File: src/trace_pkg.sv
package trace_pkg;

    // ~~~~~~~~~~~~~~~~~~~~~~~~~~~~~~
    // scalar types.
    typedef logic [15:0] t_word;
    typedef logic [15:0] t_instr;
    typedef logic [3:0]  t_reg_idx;
    typedef logic [7:0]  t_simid;     // fetch order, from 0 after reset.
    typedef logic [15:0] t_stamp;     // cycle count.

    // instruction layout is {op, rd, rs1, rs2}, a nibble each.
    // li takes {rs1, rs2} as a zero-extended byte.
    typedef enum logic [3:0] {
        OP_ADD = 4'h0,
        OP_SUB = 4'h1,
        OP_AND = 4'h2,
        OP_XOR = 4'h3,
        OP_MUL = 4'h4,
        OP_LI  = 4'h5
    } t_opcode;

    // ~~~~~~~~~~~~~~~~~~~~~~~~~~~~~~
    // stage packets.
    typedef struct packed {
        logic     valid;
        t_simid   simid;
        t_opcode  op;
        t_reg_idx rd;
        t_word    src1;
        t_word    src2;
    } t_uop;

    typedef struct packed {
        logic     valid;
        t_simid   simid;
        t_reg_idx rd;
        t_word    data;
    } t_wb_pkt;

    typedef struct packed {
        logic   valid;
        t_simid simid;
    } t_stage_evt;

    typedef struct packed {
        t_simid   simid;
        t_reg_idx rd;
        t_word    data;
        t_stamp   fetch_st;
        t_stamp   decode_st;
        t_stamp   issue_st;
        t_stamp   result_st;
        t_stamp   retire_st;
    } t_trace_rec;

    // multiplier walk, three cycles from issue to result.
    typedef enum logic [1:0] {
        EX_IDLE,
        EX_MUL1,
        EX_MUL2
    } t_ex_state;

endpackage

File: src/core_ctrl.sv
`timescale 1ns/10ps

module core_ctrl (
    input  logic                  clk,
    input  logic                  rst_n,
    input  logic                  de_valid,
    input  trace_pkg::t_opcode    de_op,
    input  trace_pkg::t_reg_idx   de_rs1,
    input  trace_pkg::t_reg_idx   de_rs2,
    input  logic                  ex_valid,
    input  trace_pkg::t_reg_idx   ex_rd,
    input  trace_pkg::t_ex_state  ex_state,
    output logic                  fe_load,
    output logic                  de_load,
    output logic                  ex_issue,
    output logic                  stall
);

    logic mul_issued;   // a mul went into execute on the last edge.
    logic uses_srcs;
    logic raw_hit;
    logic mul_busy;

    always_ff @(posedge clk) begin
        if (!rst_n) begin
            mul_issued <= 1'b0;
        end else begin
            mul_issued <= ex_issue && (de_op == trace_pkg::OP_MUL);
        end
    end

    // ~~~~~~~~~~~~~~~~~~~~~~~~~~~~~~
    // hazards.
    assign uses_srcs = (de_op != trace_pkg::OP_LI);   // li reads no register.

    // the execute stage writes back one cycle later, too late for a
    // same-cycle register read in decode.
    assign raw_hit = ex_valid && uses_srcs &&
                     ((de_rs1 == ex_rd) || (de_rs2 == ex_rd));

    // mul owns execute for its first two cycles.
    assign mul_busy = ((ex_state == trace_pkg::EX_IDLE) && mul_issued) ||
                      (ex_state == trace_pkg::EX_MUL1);

    // nothing to hold back with decode empty.
    assign stall = de_valid && (raw_hit || mul_busy);

    // ~~~~~~~~~~~~~~~~~~~~~~~~~~~~~~
    // stage enables.
    assign fe_load  = !stall;
    assign de_load  = !stall;
    assign ex_issue = de_valid && !stall;   // bubble otherwise.

endmodule

File: src/decode_unit.sv
`timescale 1ns/10ps

module decode_unit (
    input  logic                   clk,
    input  logic                   rst_n,
    input  logic                   instr_valid,
    input  trace_pkg::t_instr      instr,
    input  logic                   fe_load,
    input  logic                   de_load,
    output trace_pkg::t_reg_idx    rs1,
    output trace_pkg::t_reg_idx    rs2,
    input  trace_pkg::t_word       rd1,
    input  trace_pkg::t_word       rd2,
    output trace_pkg::t_opcode     de_op,
    output logic                   de_valid,
    output trace_pkg::t_uop        uop,
    output trace_pkg::t_stage_evt  fetch_evt,
    output trace_pkg::t_stage_evt  decode_evt
);

    trace_pkg::t_simid   next_simid;
    logic                fe_valid;
    trace_pkg::t_instr   fe_instr;
    trace_pkg::t_simid   fe_simid;
    trace_pkg::t_instr   de_instr;
    trace_pkg::t_simid   de_simid;
    trace_pkg::t_reg_idx de_rd;
    trace_pkg::t_word    imm;

    always_ff @(posedge clk) begin
        if (!rst_n) begin
            next_simid <= '0;
            fe_valid   <= 1'b0;
            de_valid   <= 1'b0;
        end else begin
            if (fe_load) begin
                fe_valid <= instr_valid;
                if (instr_valid) begin
                    next_simid <= next_simid + 1'b1;
                end
            end
            if (de_load) begin
                de_valid <= fe_valid;
            end
        end
    end

    always_ff @(posedge clk) begin
        if (fe_load && instr_valid) begin
            fe_instr <= instr;
            fe_simid <= next_simid;
        end
        if (de_load) begin
            de_instr <= fe_instr;
            de_simid <= fe_simid;
        end
    end

    // ~~~~~~~~~~~~~~~~~~~~~~~~~~~~~~
    // field split and operand select.
    assign de_op = trace_pkg::t_opcode'(de_instr[15:12]);
    assign de_rd = de_instr[11:8];
    assign rs1   = de_instr[7:4];
    assign rs2   = de_instr[3:0];
    assign imm   = {8'h00, de_instr[7:0]};

    always_comb begin
        uop.valid = de_valid;
        uop.simid = de_simid;
        uop.op    = de_op;
        uop.rd    = de_rd;
        uop.src1  = (de_op == trace_pkg::OP_LI) ? imm : rd1;
        uop.src2  = (de_op == trace_pkg::OP_LI) ? '0 : rd2;
    end

    always_comb begin
        fetch_evt.valid  = fe_load && instr_valid;   // stamped at acceptance.
        fetch_evt.simid  = next_simid;
        decode_evt.valid = de_load && fe_valid;
        decode_evt.simid = fe_simid;
    end

endmodule

File: src/reg_file.sv
`timescale 1ns/10ps

module reg_file (
    input  logic                 clk,
    input  logic                 rst_n,
    input  trace_pkg::t_reg_idx  rs1,
    input  trace_pkg::t_reg_idx  rs2,
    output trace_pkg::t_word     rd1,
    output trace_pkg::t_word     rd2,
    input  trace_pkg::t_wb_pkt   wb
);

    trace_pkg::t_word regs [16];

    always_ff @(posedge clk) begin
        if (!rst_n) begin
            for (int i = 0; i < 16; i++) begin
                regs[i] <= '0;
            end
        end else if (wb.valid) begin
            regs[wb.rd] <= wb.data;
        end
    end

    // write-through, a read of the retiring rd sees the new value.
    assign rd1 = (wb.valid && (wb.rd == rs1)) ? wb.data : regs[rs1];
    assign rd2 = (wb.valid && (wb.rd == rs2)) ? wb.data : regs[rs2];

endmodule

File: src/exec_unit.sv
`timescale 1ns/10ps

module exec_unit (
    input  logic                   clk,
    input  logic                   rst_n,
    input  logic                   ex_issue,
    input  trace_pkg::t_uop        uop,
    output logic                   ex_valid,
    output trace_pkg::t_reg_idx    ex_rd,
    output trace_pkg::t_ex_state   ex_state,
    output trace_pkg::t_wb_pkt     wb,
    output trace_pkg::t_stage_evt  issue_evt,
    output trace_pkg::t_stage_evt  result_evt,
    output trace_pkg::t_stage_evt  retire_evt
);

    trace_pkg::t_uop      ex_q;
    trace_pkg::t_ex_state state;
    trace_pkg::t_ex_state state_nxt;
    trace_pkg::t_word     alu_out;
    trace_pkg::t_word     prod_q;
    trace_pkg::t_simid    mul_simid;
    trace_pkg::t_reg_idx  mul_rd;
    trace_pkg::t_wb_pkt   res;
    trace_pkg::t_wb_pkt   ret_q;
    logic                 mul_start;

    assign mul_start = ex_q.valid && (ex_q.op == trace_pkg::OP_MUL);

    // execute register, a bubble when nothing issues.
    always_ff @(posedge clk) begin
        if (!rst_n) begin
            ex_q.valid <= 1'b0;
        end else begin
            ex_q       <= uop;
            ex_q.valid <= ex_issue && uop.valid;
        end
    end

    // ~~~~~~~~~~~~~~~~~~~~~~~~~~~~~~
    // multiplier.
    always_comb begin
        state_nxt = state;
        case (state)
            trace_pkg::EX_IDLE: begin
                if (mul_start) begin
                    state_nxt = trace_pkg::EX_MUL1;
                end
            end
            trace_pkg::EX_MUL1: state_nxt = trace_pkg::EX_MUL2;
            default:            state_nxt = trace_pkg::EX_IDLE;
        endcase
    end

    always_ff @(posedge clk) begin
        if (!rst_n) begin
            state <= trace_pkg::EX_IDLE;
        end else begin
            state <= state_nxt;
        end
    end

    always_ff @(posedge clk) begin
        if (mul_start) begin
            prod_q    <= ex_q.src1 * ex_q.src2;   // low half of the product.
            mul_simid <= ex_q.simid;
            mul_rd    <= ex_q.rd;
        end
    end

    // ~~~~~~~~~~~~~~~~~~~~~~~~~~~~~~
    // alu and result select.
    always_comb begin
        case (ex_q.op)
            trace_pkg::OP_SUB: alu_out = ex_q.src1 - ex_q.src2;
            trace_pkg::OP_AND: alu_out = ex_q.src1 & ex_q.src2;
            trace_pkg::OP_XOR: alu_out = ex_q.src1 ^ ex_q.src2;
            trace_pkg::OP_LI:  alu_out = ex_q.src1;
            default:           alu_out = ex_q.src1 + ex_q.src2;
        endcase
    end

    always_comb begin
        res = '0;
        if (state == trace_pkg::EX_MUL2) begin
            res.valid = 1'b1;
            res.simid = mul_simid;
            res.rd    = mul_rd;
            res.data  = prod_q;
        end else if (ex_q.valid && !mul_start) begin
            res.valid = 1'b1;
            res.simid = ex_q.simid;
            res.rd    = ex_q.rd;
            res.data  = alu_out;
        end
    end

    // retire stage, drives the register write.
    always_ff @(posedge clk) begin
        if (!rst_n) begin
            ret_q.valid <= 1'b0;
        end else begin
            ret_q <= res;
        end
    end

    assign ex_valid = ex_q.valid || (state != trace_pkg::EX_IDLE);
    assign ex_rd    = (state == trace_pkg::EX_IDLE) ? ex_q.rd : mul_rd;
    assign ex_state = state;
    assign wb       = ret_q;

    always_comb begin
        issue_evt.valid  = ex_issue && uop.valid;
        issue_evt.simid  = uop.simid;
        result_evt.valid = res.valid;
        result_evt.simid = res.simid;
        retire_evt.valid = ret_q.valid;
        retire_evt.simid = ret_q.simid;
    end

endmodule

File: src/lifecycle_tracker.sv
`timescale 1ns/10ps

module lifecycle_tracker #(
    parameter int TRACK_DEPTH = 8    // power of two, at least 2.
) (
    input  logic                   clk,
    input  logic                   rst_n,
    input  trace_pkg::t_stage_evt  fetch_evt,
    input  trace_pkg::t_stage_evt  decode_evt,
    input  trace_pkg::t_stage_evt  issue_evt,
    input  trace_pkg::t_stage_evt  result_evt,
    input  trace_pkg::t_stage_evt  retire_evt,
    input  trace_pkg::t_wb_pkt     wb,
    output logic                   rec_valid,
    output trace_pkg::t_trace_rec  rec,
    output logic                   track_err
);

    localparam int IDX_W = $clog2(TRACK_DEPTH);

    trace_pkg::t_stamp      cnt;
    logic [TRACK_DEPTH-1:0] fe_v;
    logic [TRACK_DEPTH-1:0] de_v;
    logic [TRACK_DEPTH-1:0] is_v;
    logic [TRACK_DEPTH-1:0] rs_v;
    trace_pkg::t_simid      ent_id [TRACK_DEPTH];
    trace_pkg::t_stamp      fe_st  [TRACK_DEPTH];
    trace_pkg::t_stamp      de_st  [TRACK_DEPTH];
    trace_pkg::t_stamp      is_st  [TRACK_DEPTH];
    trace_pkg::t_stamp      rs_st  [TRACK_DEPTH];
    logic [IDX_W-1:0]       fe_ix;
    logic [IDX_W-1:0]       de_ix;
    logic [IDX_W-1:0]       is_ix;
    logic [IDX_W-1:0]       rs_ix;
    logic [IDX_W-1:0]       rt_ix;
    logic                   err_now;

    // entry is live and belongs to this simid, not an alias.
    function automatic logic owns(input trace_pkg::t_stage_evt evt);
        logic [IDX_W-1:0] ix;
        ix = evt.simid[IDX_W-1:0];
        return fe_v[ix] && (ent_id[ix] == evt.simid);
    endfunction

    assign fe_ix = fetch_evt.simid[IDX_W-1:0];
    assign de_ix = decode_evt.simid[IDX_W-1:0];
    assign is_ix = issue_evt.simid[IDX_W-1:0];
    assign rs_ix = result_evt.simid[IDX_W-1:0];
    assign rt_ix = retire_evt.simid[IDX_W-1:0];

    always_ff @(posedge clk) begin
        if (!rst_n) begin
            cnt <= '0;
        end else begin
            cnt <= cnt + 1'b1;
        end
    end

    // ~~~~~~~~~~~~~~~~~~~~~~~~~~~~~~
    // entry state.
    always_ff @(posedge clk) begin
        if (!rst_n) begin
            fe_v <= '0;
            de_v <= '0;
            is_v <= '0;
            rs_v <= '0;
        end else begin
            if (retire_evt.valid) begin   // free the entry.
                fe_v[rt_ix] <= 1'b0;
                de_v[rt_ix] <= 1'b0;
                is_v[rt_ix] <= 1'b0;
                rs_v[rt_ix] <= 1'b0;
            end
            if (decode_evt.valid) de_v[de_ix] <= 1'b1;
            if (issue_evt.valid)  is_v[is_ix] <= 1'b1;
            if (result_evt.valid) rs_v[rs_ix] <= 1'b1;
            if (fetch_evt.valid)  fe_v[fe_ix] <= 1'b1;
        end
    end

    always_ff @(posedge clk) begin
        if (fetch_evt.valid) begin
            fe_st[fe_ix]  <= cnt;
            ent_id[fe_ix] <= fetch_evt.simid;
        end
        if (decode_evt.valid) de_st[de_ix] <= cnt;
        if (issue_evt.valid)  is_st[is_ix] <= cnt;
        if (result_evt.valid) rs_st[rs_ix] <= cnt;
    end

    // ~~~~~~~~~~~~~~~~~~~~~~~~~~~~~~
    // checks and record.
    assign err_now =
        (fetch_evt.valid  && fe_v[fe_ix]) ||
        (decode_evt.valid && (!owns(decode_evt) || de_v[de_ix])) ||
        (issue_evt.valid  && (!owns(issue_evt)  || is_v[is_ix])) ||
        (result_evt.valid && (!owns(result_evt) || rs_v[rs_ix])) ||
        (retire_evt.valid && (!owns(retire_evt) || !wb.valid ||
                              (wb.simid != retire_evt.simid)));

    always_ff @(posedge clk) begin
        if (!rst_n) begin
            track_err <= 1'b0;
        end else if (err_now) begin
            track_err <= 1'b1;   // sticky.
        end
    end

    assign rec_valid = retire_evt.valid;

    always_comb begin
        rec.simid     = retire_evt.simid;
        rec.rd        = wb.rd;
        rec.data      = wb.data;
        rec.fetch_st  = fe_st[rt_ix];
        rec.decode_st = de_st[rt_ix];
        rec.issue_st  = is_st[rt_ix];
        rec.result_st = rs_st[rt_ix];
        rec.retire_st = cnt;
    end

endmodule

File: src/trace_core_top.sv
`timescale 1ns/10ps

module trace_core_top #(
    parameter int TRACK_DEPTH = 8
) (
    input  logic                   clk,
    input  logic                   rst_n,
    input  logic                   instr_valid,
    input  trace_pkg::t_instr      instr,
    output logic                   stall,
    output logic                   rec_valid,
    output trace_pkg::t_trace_rec  rec,
    output logic                   track_err
);

    logic                  fe_load;
    logic                  de_load;
    logic                  ex_issue;
    logic                  de_valid;
    logic                  ex_valid;
    trace_pkg::t_opcode    de_op;
    trace_pkg::t_reg_idx   rs1;
    trace_pkg::t_reg_idx   rs2;
    trace_pkg::t_reg_idx   ex_rd;
    trace_pkg::t_word      rd1;
    trace_pkg::t_word      rd2;
    trace_pkg::t_uop       uop;
    trace_pkg::t_ex_state  ex_state;
    trace_pkg::t_wb_pkt    wb;
    trace_pkg::t_stage_evt fetch_evt;
    trace_pkg::t_stage_evt decode_evt;
    trace_pkg::t_stage_evt issue_evt;
    trace_pkg::t_stage_evt result_evt;
    trace_pkg::t_stage_evt retire_evt;

    core_ctrl u_ctrl (
        .clk      (clk),
        .rst_n    (rst_n),
        .de_valid (de_valid),
        .de_op    (de_op),
        .de_rs1   (rs1),
        .de_rs2   (rs2),
        .ex_valid (ex_valid),
        .ex_rd    (ex_rd),
        .ex_state (ex_state),
        .fe_load  (fe_load),
        .de_load  (de_load),
        .ex_issue (ex_issue),
        .stall    (stall)
    );

    decode_unit u_decode (
        .clk         (clk),
        .rst_n       (rst_n),
        .instr_valid (instr_valid),
        .instr       (instr),
        .fe_load     (fe_load),
        .de_load     (de_load),
        .rs1         (rs1),
        .rs2         (rs2),
        .rd1         (rd1),
        .rd2         (rd2),
        .de_op       (de_op),
        .de_valid    (de_valid),
        .uop         (uop),
        .fetch_evt   (fetch_evt),
        .decode_evt  (decode_evt)
    );

    reg_file u_regs (
        .clk   (clk),
        .rst_n (rst_n),
        .rs1   (rs1),
        .rs2   (rs2),
        .rd1   (rd1),
        .rd2   (rd2),
        .wb    (wb)
    );

    exec_unit u_exec (
        .clk        (clk),
        .rst_n      (rst_n),
        .ex_issue   (ex_issue),
        .uop        (uop),
        .ex_valid   (ex_valid),
        .ex_rd      (ex_rd),
        .ex_state   (ex_state),
        .wb         (wb),
        .issue_evt  (issue_evt),
        .result_evt (result_evt),
        .retire_evt (retire_evt)
    );

    lifecycle_tracker #(
        .TRACK_DEPTH (TRACK_DEPTH)
    ) u_tracker (
        .clk        (clk),
        .rst_n      (rst_n),
        .fetch_evt  (fetch_evt),
        .decode_evt (decode_evt),
        .issue_evt  (issue_evt),
        .result_evt (result_evt),
        .retire_evt (retire_evt),
        .wb         (wb),
        .rec_valid  (rec_valid),
        .rec        (rec),
        .track_err  (track_err)
    );

endmodule

File: config.mk
export PLATFORM = sky130hd
export DESIGN_NAME = trace_core_top
export DESIGN_NICKNAME = d
export VERILOG_FILES = /design/src/trace_pkg.sv /design/src/core_ctrl.sv /design/src/decode_unit.sv /design/src/reg_file.sv /design/src/exec_unit.sv /design/src/lifecycle_tracker.sv /design/src/trace_core_top.sv
export SDC_FILE = /design/constraint.sdc
export NUM_CORES = 2
export LEC_CHECK = 0
export BUFFER_PORTS_ARGS = -buffer_cell sky130_fd_sc_hd__buf_2
export CAP_MARGIN = 10
export CORE_ASPECT_RATIO = 0.6
export CORE_UTILIZATION = 30
export DETAILED_ROUTE_END_ITERATION = 12
export PLACE_DENSITY_LB_ADDON = 0.08
export SYNTH_ARGS = -nofsm -noshare
export SYNTH_HDL_FRONTEND = slang
export SYNTH_SLANG_ARGS = --single-unit
File: constraint.sdc
create_clock -name clk -period 5.7 [get_ports clk]
set_input_delay 1.14 -clock clk [delete_from_list [all_inputs] [get_ports clk]]
set_output_delay 1.14 -clock clk [all_outputs]
set_load 0.02 [all_outputs]
* Yosys cells after proc, flatten, opt, wreduce, memory -nomap -nowiden *
Memory sizes are Yosys's and may differ from the RTL's. A register that Yosys moved wholly into a read port is not among the register bits.
Index checks and enable logic that the tools add are counted.

word-level totals
  bits in registers = 200
  RAM bits = 832
  input bits = 19
  output and inout port bits = 111
  memories = 6

operators by class
  add/subtract/negate cells = 4
  multiply operators = 1
  magnitude comparators = 10
  equality and inequality tests = 18
  multiplexer cells = 69
  bitwise gates (word level) = 12
  reductions and logical operators = 49

memories
  memory            depth  width  read ports  clocked after Yosys merged registers in  wr ports  RTL line                 source
  u_regs.regs       16     16     2           2                                        16        reg_file.sv:13           trace_pkg::t_word regs [16];
  u_tracker.de_st   8      16     1           1                                        1         lifecycle_tracker.sv:28  trace_pkg::t_stamp de_st [TRACK_DEPTH];
  u_tracker.fe_st   8      16     1           1                                        1         lifecycle_tracker.sv:27  trace_pkg::t_stamp fe_st [TRACK_DEPTH];
  u_tracker.is_st   8      16     1           1                                        1         lifecycle_tracker.sv:29  trace_pkg::t_stamp is_st [TRACK_DEPTH];
  u_tracker.rs_st   8      16     1           1                                        1         lifecycle_tracker.sv:30  trace_pkg::t_stamp rs_st [TRACK_DEPTH];
  u_tracker.ent_id  8      8      4           3                                        1         lifecycle_tracker.sv:26  trace_pkg::t_simid ent_id [TRACK_DEPTH];

operator list
  kind                                                 count
  2-to-1 mux 8 bit                                     13
  one-hot mux 16 bit (4 select lines)                  1
  2-to-1 mux 29 bit                                    2
  bitwise AND 8 bit                                    4
  == test 8 bit                                        4
  2-to-1 mux 16 bit                                    2
  OR 8 bit                                             4
  logical AND 1 bit                                    26
  2-to-1 mux 1 bit                                     26
  binary-select mux 1 bit (select 3 bit)               8
  2-to-1 mux 3 bit                                     7
  < comparator 3 x 4 -> 1 bit, second input constant   5
  adder 16 x 1 -> 16 bit, second input constant        1
  adder 16 bit                                         1
  bitwise AND 16 bit                                   1
  == test 4 x 3 -> 1 bit, second input constant        4
  multiplier 16 x 16 -> 16 bit                         1
  OR reduction 16 bit                                  1
  subtractor 16 bit                                    1
  XOR 16 bit                                           1
  demux 1 bit (select 3 bit)                           5
  >= comparator 3 x 1 -> 1 bit, second input constant  5
  == test 4 bit                                        3
  logical OR 1 bit                                     12
  16 further kinds                                     25

* Longest topological paths before layout *
  depth after elaboration = 14
  mapped depth = 21

* Hierarchy *
A second synthesis with hierarchy kept.

second synthesis, totals
  cell total of the unflattened synthesis = 3631
  area, all modules = 52195.1 um2

by module, submodules not included
  module             times used  cells each  area an instance (um2)  seq. area each (um2)
  lifecycle_tracker  1           1694        26286.5                 18277.5
  reg_file           1           899         14249.9                 7687.4
  exec_unit          1           877         9302.7                  3203.1
  decode_unit        1           138         2174.6                  1641.6
  core_ctrl          1           23          181.4                   20.0

* Worst setup path after synthesis *
OpenSTA, ideal clock, no wires.

  kind = reg2reg
  start = register, netlist name u_exec.ex_q[2]
  end = register u_exec.prod_q[15] (data pin)
  library setup time = 0.268 ns
  data arrival time = 5.096 ns
  path slack = 0.336 ns
  cell stages (with the launch flop) = 19
  period minus slack after synthesis = 5.364 ns
  cell sequence = edfxtp_1 > clkbuf_1 > clkbuf_1 > nand2_1 > fa_1 > fa_1 > fa_1 > fa_1 > inv_1 > fa_1 > inv_1 > fa_1 > inv_1 > ha_1 > and2_1 > o21ai_0 > o21ai_0 > o41ai_1 > xnor2_1

on the way
  word-level cells in the longest chain between the ends = 1

ends and longest elaborated chain
  what                          RTL line         source
  multiplier 16 x 16 -> 16 bit  exec_unit.sv:65  prod_q <= ex_q.src1 * ex_q.src2;
  end signal: assignment        exec_unit.sv:65
  end: declaration              exec_unit.sv:21  trace_pkg::t_word prod_q;

Every way passes these cells.
A chain may end at the register's enable or synchronous reset.

* Worst setup path after layout *
  start = register, netlist name u_exec.ex_q[5]
  end = register u_exec.prod_q[15] (data pin)

on the way
  word-level cells in the longest chain between the ends = 1

ends and longest elaborated chain
  what                          RTL line
  multiplier 16 x 16 -> 16 bit  exec_unit.sv:65

Every way passes these cells.

==> results_dict.tcl <==
set metrics [dict create \
    htreeDepth 3 \
    synth.distinct_cells 74 \
    status "complete, no violations" \
    cp_slowest_cell "fa_1" \
    setup_viol 0 \
    first_pass_iters 5 \
    tightest_slew_ns 1.27 \
    portBuffers 129 \
    ys_ff_latch 1061 \
    synth-seq-area-share_pct 60.3 \
    synth_top_area_share_pct 57.3 \
    antenna_found_initial 25 \
    clock-sinks 1061 \
    root_buffer "clkbuf_16" \
    period_needed_ns 5.43 \
    r2r-end "u_exec.prod_q[15]" \
    die_x_um 537 \
    drive_gt1_share_pct 26.4 \
    synth_area_um2 51600 \
    synth_cells 3262 \
    dp_hpwl_um 124000 \
    critPathKind "flop to flop" \
    track_usage_pct 20.7 \
    synth-edff-count 984 \
    drtAntennaViolNets 0 \
    clock_latency_ns 0.74 \
    swShare_pct 28.7 \
    cp-start-kind "flop" \
    ios 130 \
    worstPathRequired_ns 6.16 \
    dieArea_um2 174000 \
    post-route-period-util_pct 95.3 \
    worst_ir_drop_vdd_mv 0.321 \
    grt_pass1_vias 30800 \
    ys_async_sr_fraction_pct 0 \
    vias 30700 \
    grt-ovfl-total 0 \
    grt_max_degree 61 \
    endpoint_kind "flop" \
    hold_buffers 0 \
    maxSlewViolCount 0 \
    path_cells "ha_1 > fa_1 > inv_1 > fa_1 > fa_1 > fa_1 > inv_1 > fa_1 > inv_1 > fa_1 > inv_1 > ha_1 > and2_1 > o21ai_0 > o21ai_0 > o41ai_2 > xnor2_1" \
    clkTransAtPathRegs_ns 0.06 \
    fill_cells 16200 \
    max_freq_mhz 184 \
    clock_path_buffers 3 \
    worstPathMaxFanout 7 \
    crit_family "adder cells" \
    p_clk_share_pct 34.9 \
    finish.instance_area_um2 59300 \
    nNetsFinal 3630 \
    ys.flop_type "edfxtp_1" \
    min_to "u_decode.de_instr[14]" \
    seqPwrFrac_pct 44.1 \
    yosys.area.top_type "edfxtp_1" \
    r2r-start "u_exec.ex_q[5]" \
    postPlaceCellArea_um2 55800 \
    wirelength_um 180000 \
    r2r_cells 17 \
    hold_viol 0 \
    power.leakage_nw 20.8 \
    p_sw_mw 5.92 \
    power.density_nw_per_um2 347 \
    die_h_um 323 \
    skew_ns 0.0275 \
    rows 117 \
    cts_inserted_buffers 109 \
    area_delta_synth_final_pct 15.0 \
    avgRoutedWirePerCell_um 31.1 \
    gp_congestion 0.893 \
    grt_pass1_wl_um 251000 \
    cts.repair.resized 0 \
    dp_cells 5597 \
    whs_path_depth 0 \
    synth.area.top_cells "edfxtp_1 (57%), mux4_2 (15%), and2_1 (4.1%), fa_1 (3.1%), dfxtp_1 (3.0%)" \
    intPower_mw 14.7 \
    drt_iter0_markers 3447 \
    drv_cap 0 \
    cts_tree "built" \
    pwr-share-comb_pct 21.0 \
    post-cts-setup-buffer-count 0 \
    netlist_top_cells_count "edfxtp_1 (984), mux4_2 (348), and2_1 (340)" \
    hp-start "u_decode.fe_instr[14]" \
    min_path_type "flop to flop" \
    fp.coreArea_um2 170000 \
    synth.avg_cell_area_um2 15.8 \
    fin_cells 5802 \
    critPathArrivalTime_ns 5.90 \
    drc_errors 0 \
    r2r_setup_slack_ns 0.27 \
    initial_core_util_pct 30.3 \
    crit_path_frequent_cell "fa_1" \
    syn_nets 3445 \
    worst-path-buf-inv 4 \
    crit_path_max_incr_delay_ns 0.56 \
    max_slew_margin_pct 15.1 \
    yosysWarnings 0 \
    vias_per_cell 5.28 \
    synth_most_common_cell "edfxtp_1" \
]
[power groups by stage]
stage	Clock (mW)	Combinational, mW	Sequential [mW]
2_1_floorplan	0	3.06	9.07
3_3_place_gp	0	4.31	9.23
3_5_place_dp	0	4.26	9.25
4_1_cts	7.39	4.31	9.08
5_1_grt	7.68	4.82	9.11
6_report	7.20	4.32	9.09
[flip-flops by register name, summed over array words and instances (netlist names), 16 cells and up, named ones only]
name,cells
u_tracker.fe_st,128
u_tracker.ent_id,64
u_tracker.de_st,128
u_exec.wb,20
u_tracker.cnt,16
u_decode.de_instr,16
u_exec.ex_q,49
u_exec.prod_q,16
u_tracker.is_st,128
u_decode.fe_instr,16
u_regs.regs,256
u_tracker.rs_st,128
[cell families (layout without fill, tap and decap cells)]
logic type               after synthesis  after routing  share of synthesized area, %
buffers and inverters                373            646                          2.89
adder cells (fa/ha/maj)              164            164                          5.16
other                                  0              6                             0
multiplexers                         501            501                          18.3
XOR/XNOR                             124            124                          2.11
AO/OA/AOI/OAI                        225            225                          2.97
AND/OR/NAND/NOR                      814            814                          8.29
flip-flops                          1061           1061                          60.3
[per-stage QoR]
step	hold WS (ns)	TNS [ns]	worst slack [ns]	total power [mW]	util [%]
2_1_floorplan	0.400	0	0.336	12.1	-
3_3_place_gp	0.415	0	0.180	13.5	32.8
3_5_place_dp	0.406	0	0.254	13.5	32.8
4_1_cts	0.426	0	0.267	20.8	34.9
5_1_grt	0.434	-0.0437	-0.0437	21.6	34.9
6_report	0.423	0	0.267	20.6	34.9
[layout make-up]
class                   instances  area, um^2  share of cell area [%]
repair buffers                282        1880                    3.16
well taps                    2261        2830                    4.77
clock inverters                53         534                   0.901
inverters                     165         624                    1.05
multi-input cells            1828       19400                    32.6
diodes                          6        15.0                  0.0253
clock buffers                 146        2980                    5.02
flip-flops and latches       1061       31100                    52.4
[cells in the final DEF (no fill, tap or decap), types with 19 or more instances in the layout]
cell type  synthesis  routed
nand2_1          190     190
nor2_1           135     113
ha_1              83      83
mux2_2            67      67
clkinv_2           0      21
inv_1            161     160
xor2_1            29      29
nand3_1           27      27
clkbuf_1         151      28
and2_1           340     340
mux4_2           348     348
edfxtp_1         984     984
buf_2             34     128
dfxtp_1           77      71
nor2_2             0      20
mux2i_1           86      86
fa_1              81      81
o21ai_0           58      46
buf_4              1     147
a21oi_1           45      45
o21a_1            19      19
xnor2_1           95      95
clkbuf_16          0     111
[how the worst max path moves through the flow]
| stage | startpoint | to | slack (ns) | cells after the start |
|---|---|---|---|---|
| detailed placement | u_exec.ex_q[4] | u_exec.prod_q[15] | 0.25 | 17 |
| global route | u_exec.ex_q[5] | u_exec.prod_q[15] | -0.04 | 17 |
| CTS | u_exec.ex_q[5] | u_exec.prod_q[15] | 0.27 | 17 |
| global placement | u_exec.ex_q[5] | u_exec.prod_q[15] | 0.18 | 17 |
| finish | u_exec.ex_q[5] | u_exec.prod_q[15] | 0.27 | 17 |
| floorplan | u_exec.ex_q[2] | u_exec.prod_q[15] | 0.34 | 18 |
[layer usage]
metal	track usage, %	share of wire, %	vias to the layer above
met3	5.64	9.3	168
met5	0	0.017	-
met2	26.2	37	1233
met4	3.22	1.3	4
met1	34.5	52	16400
li1	-	-	12800
No activity file was read; power rests on OpenSTA's default activity.
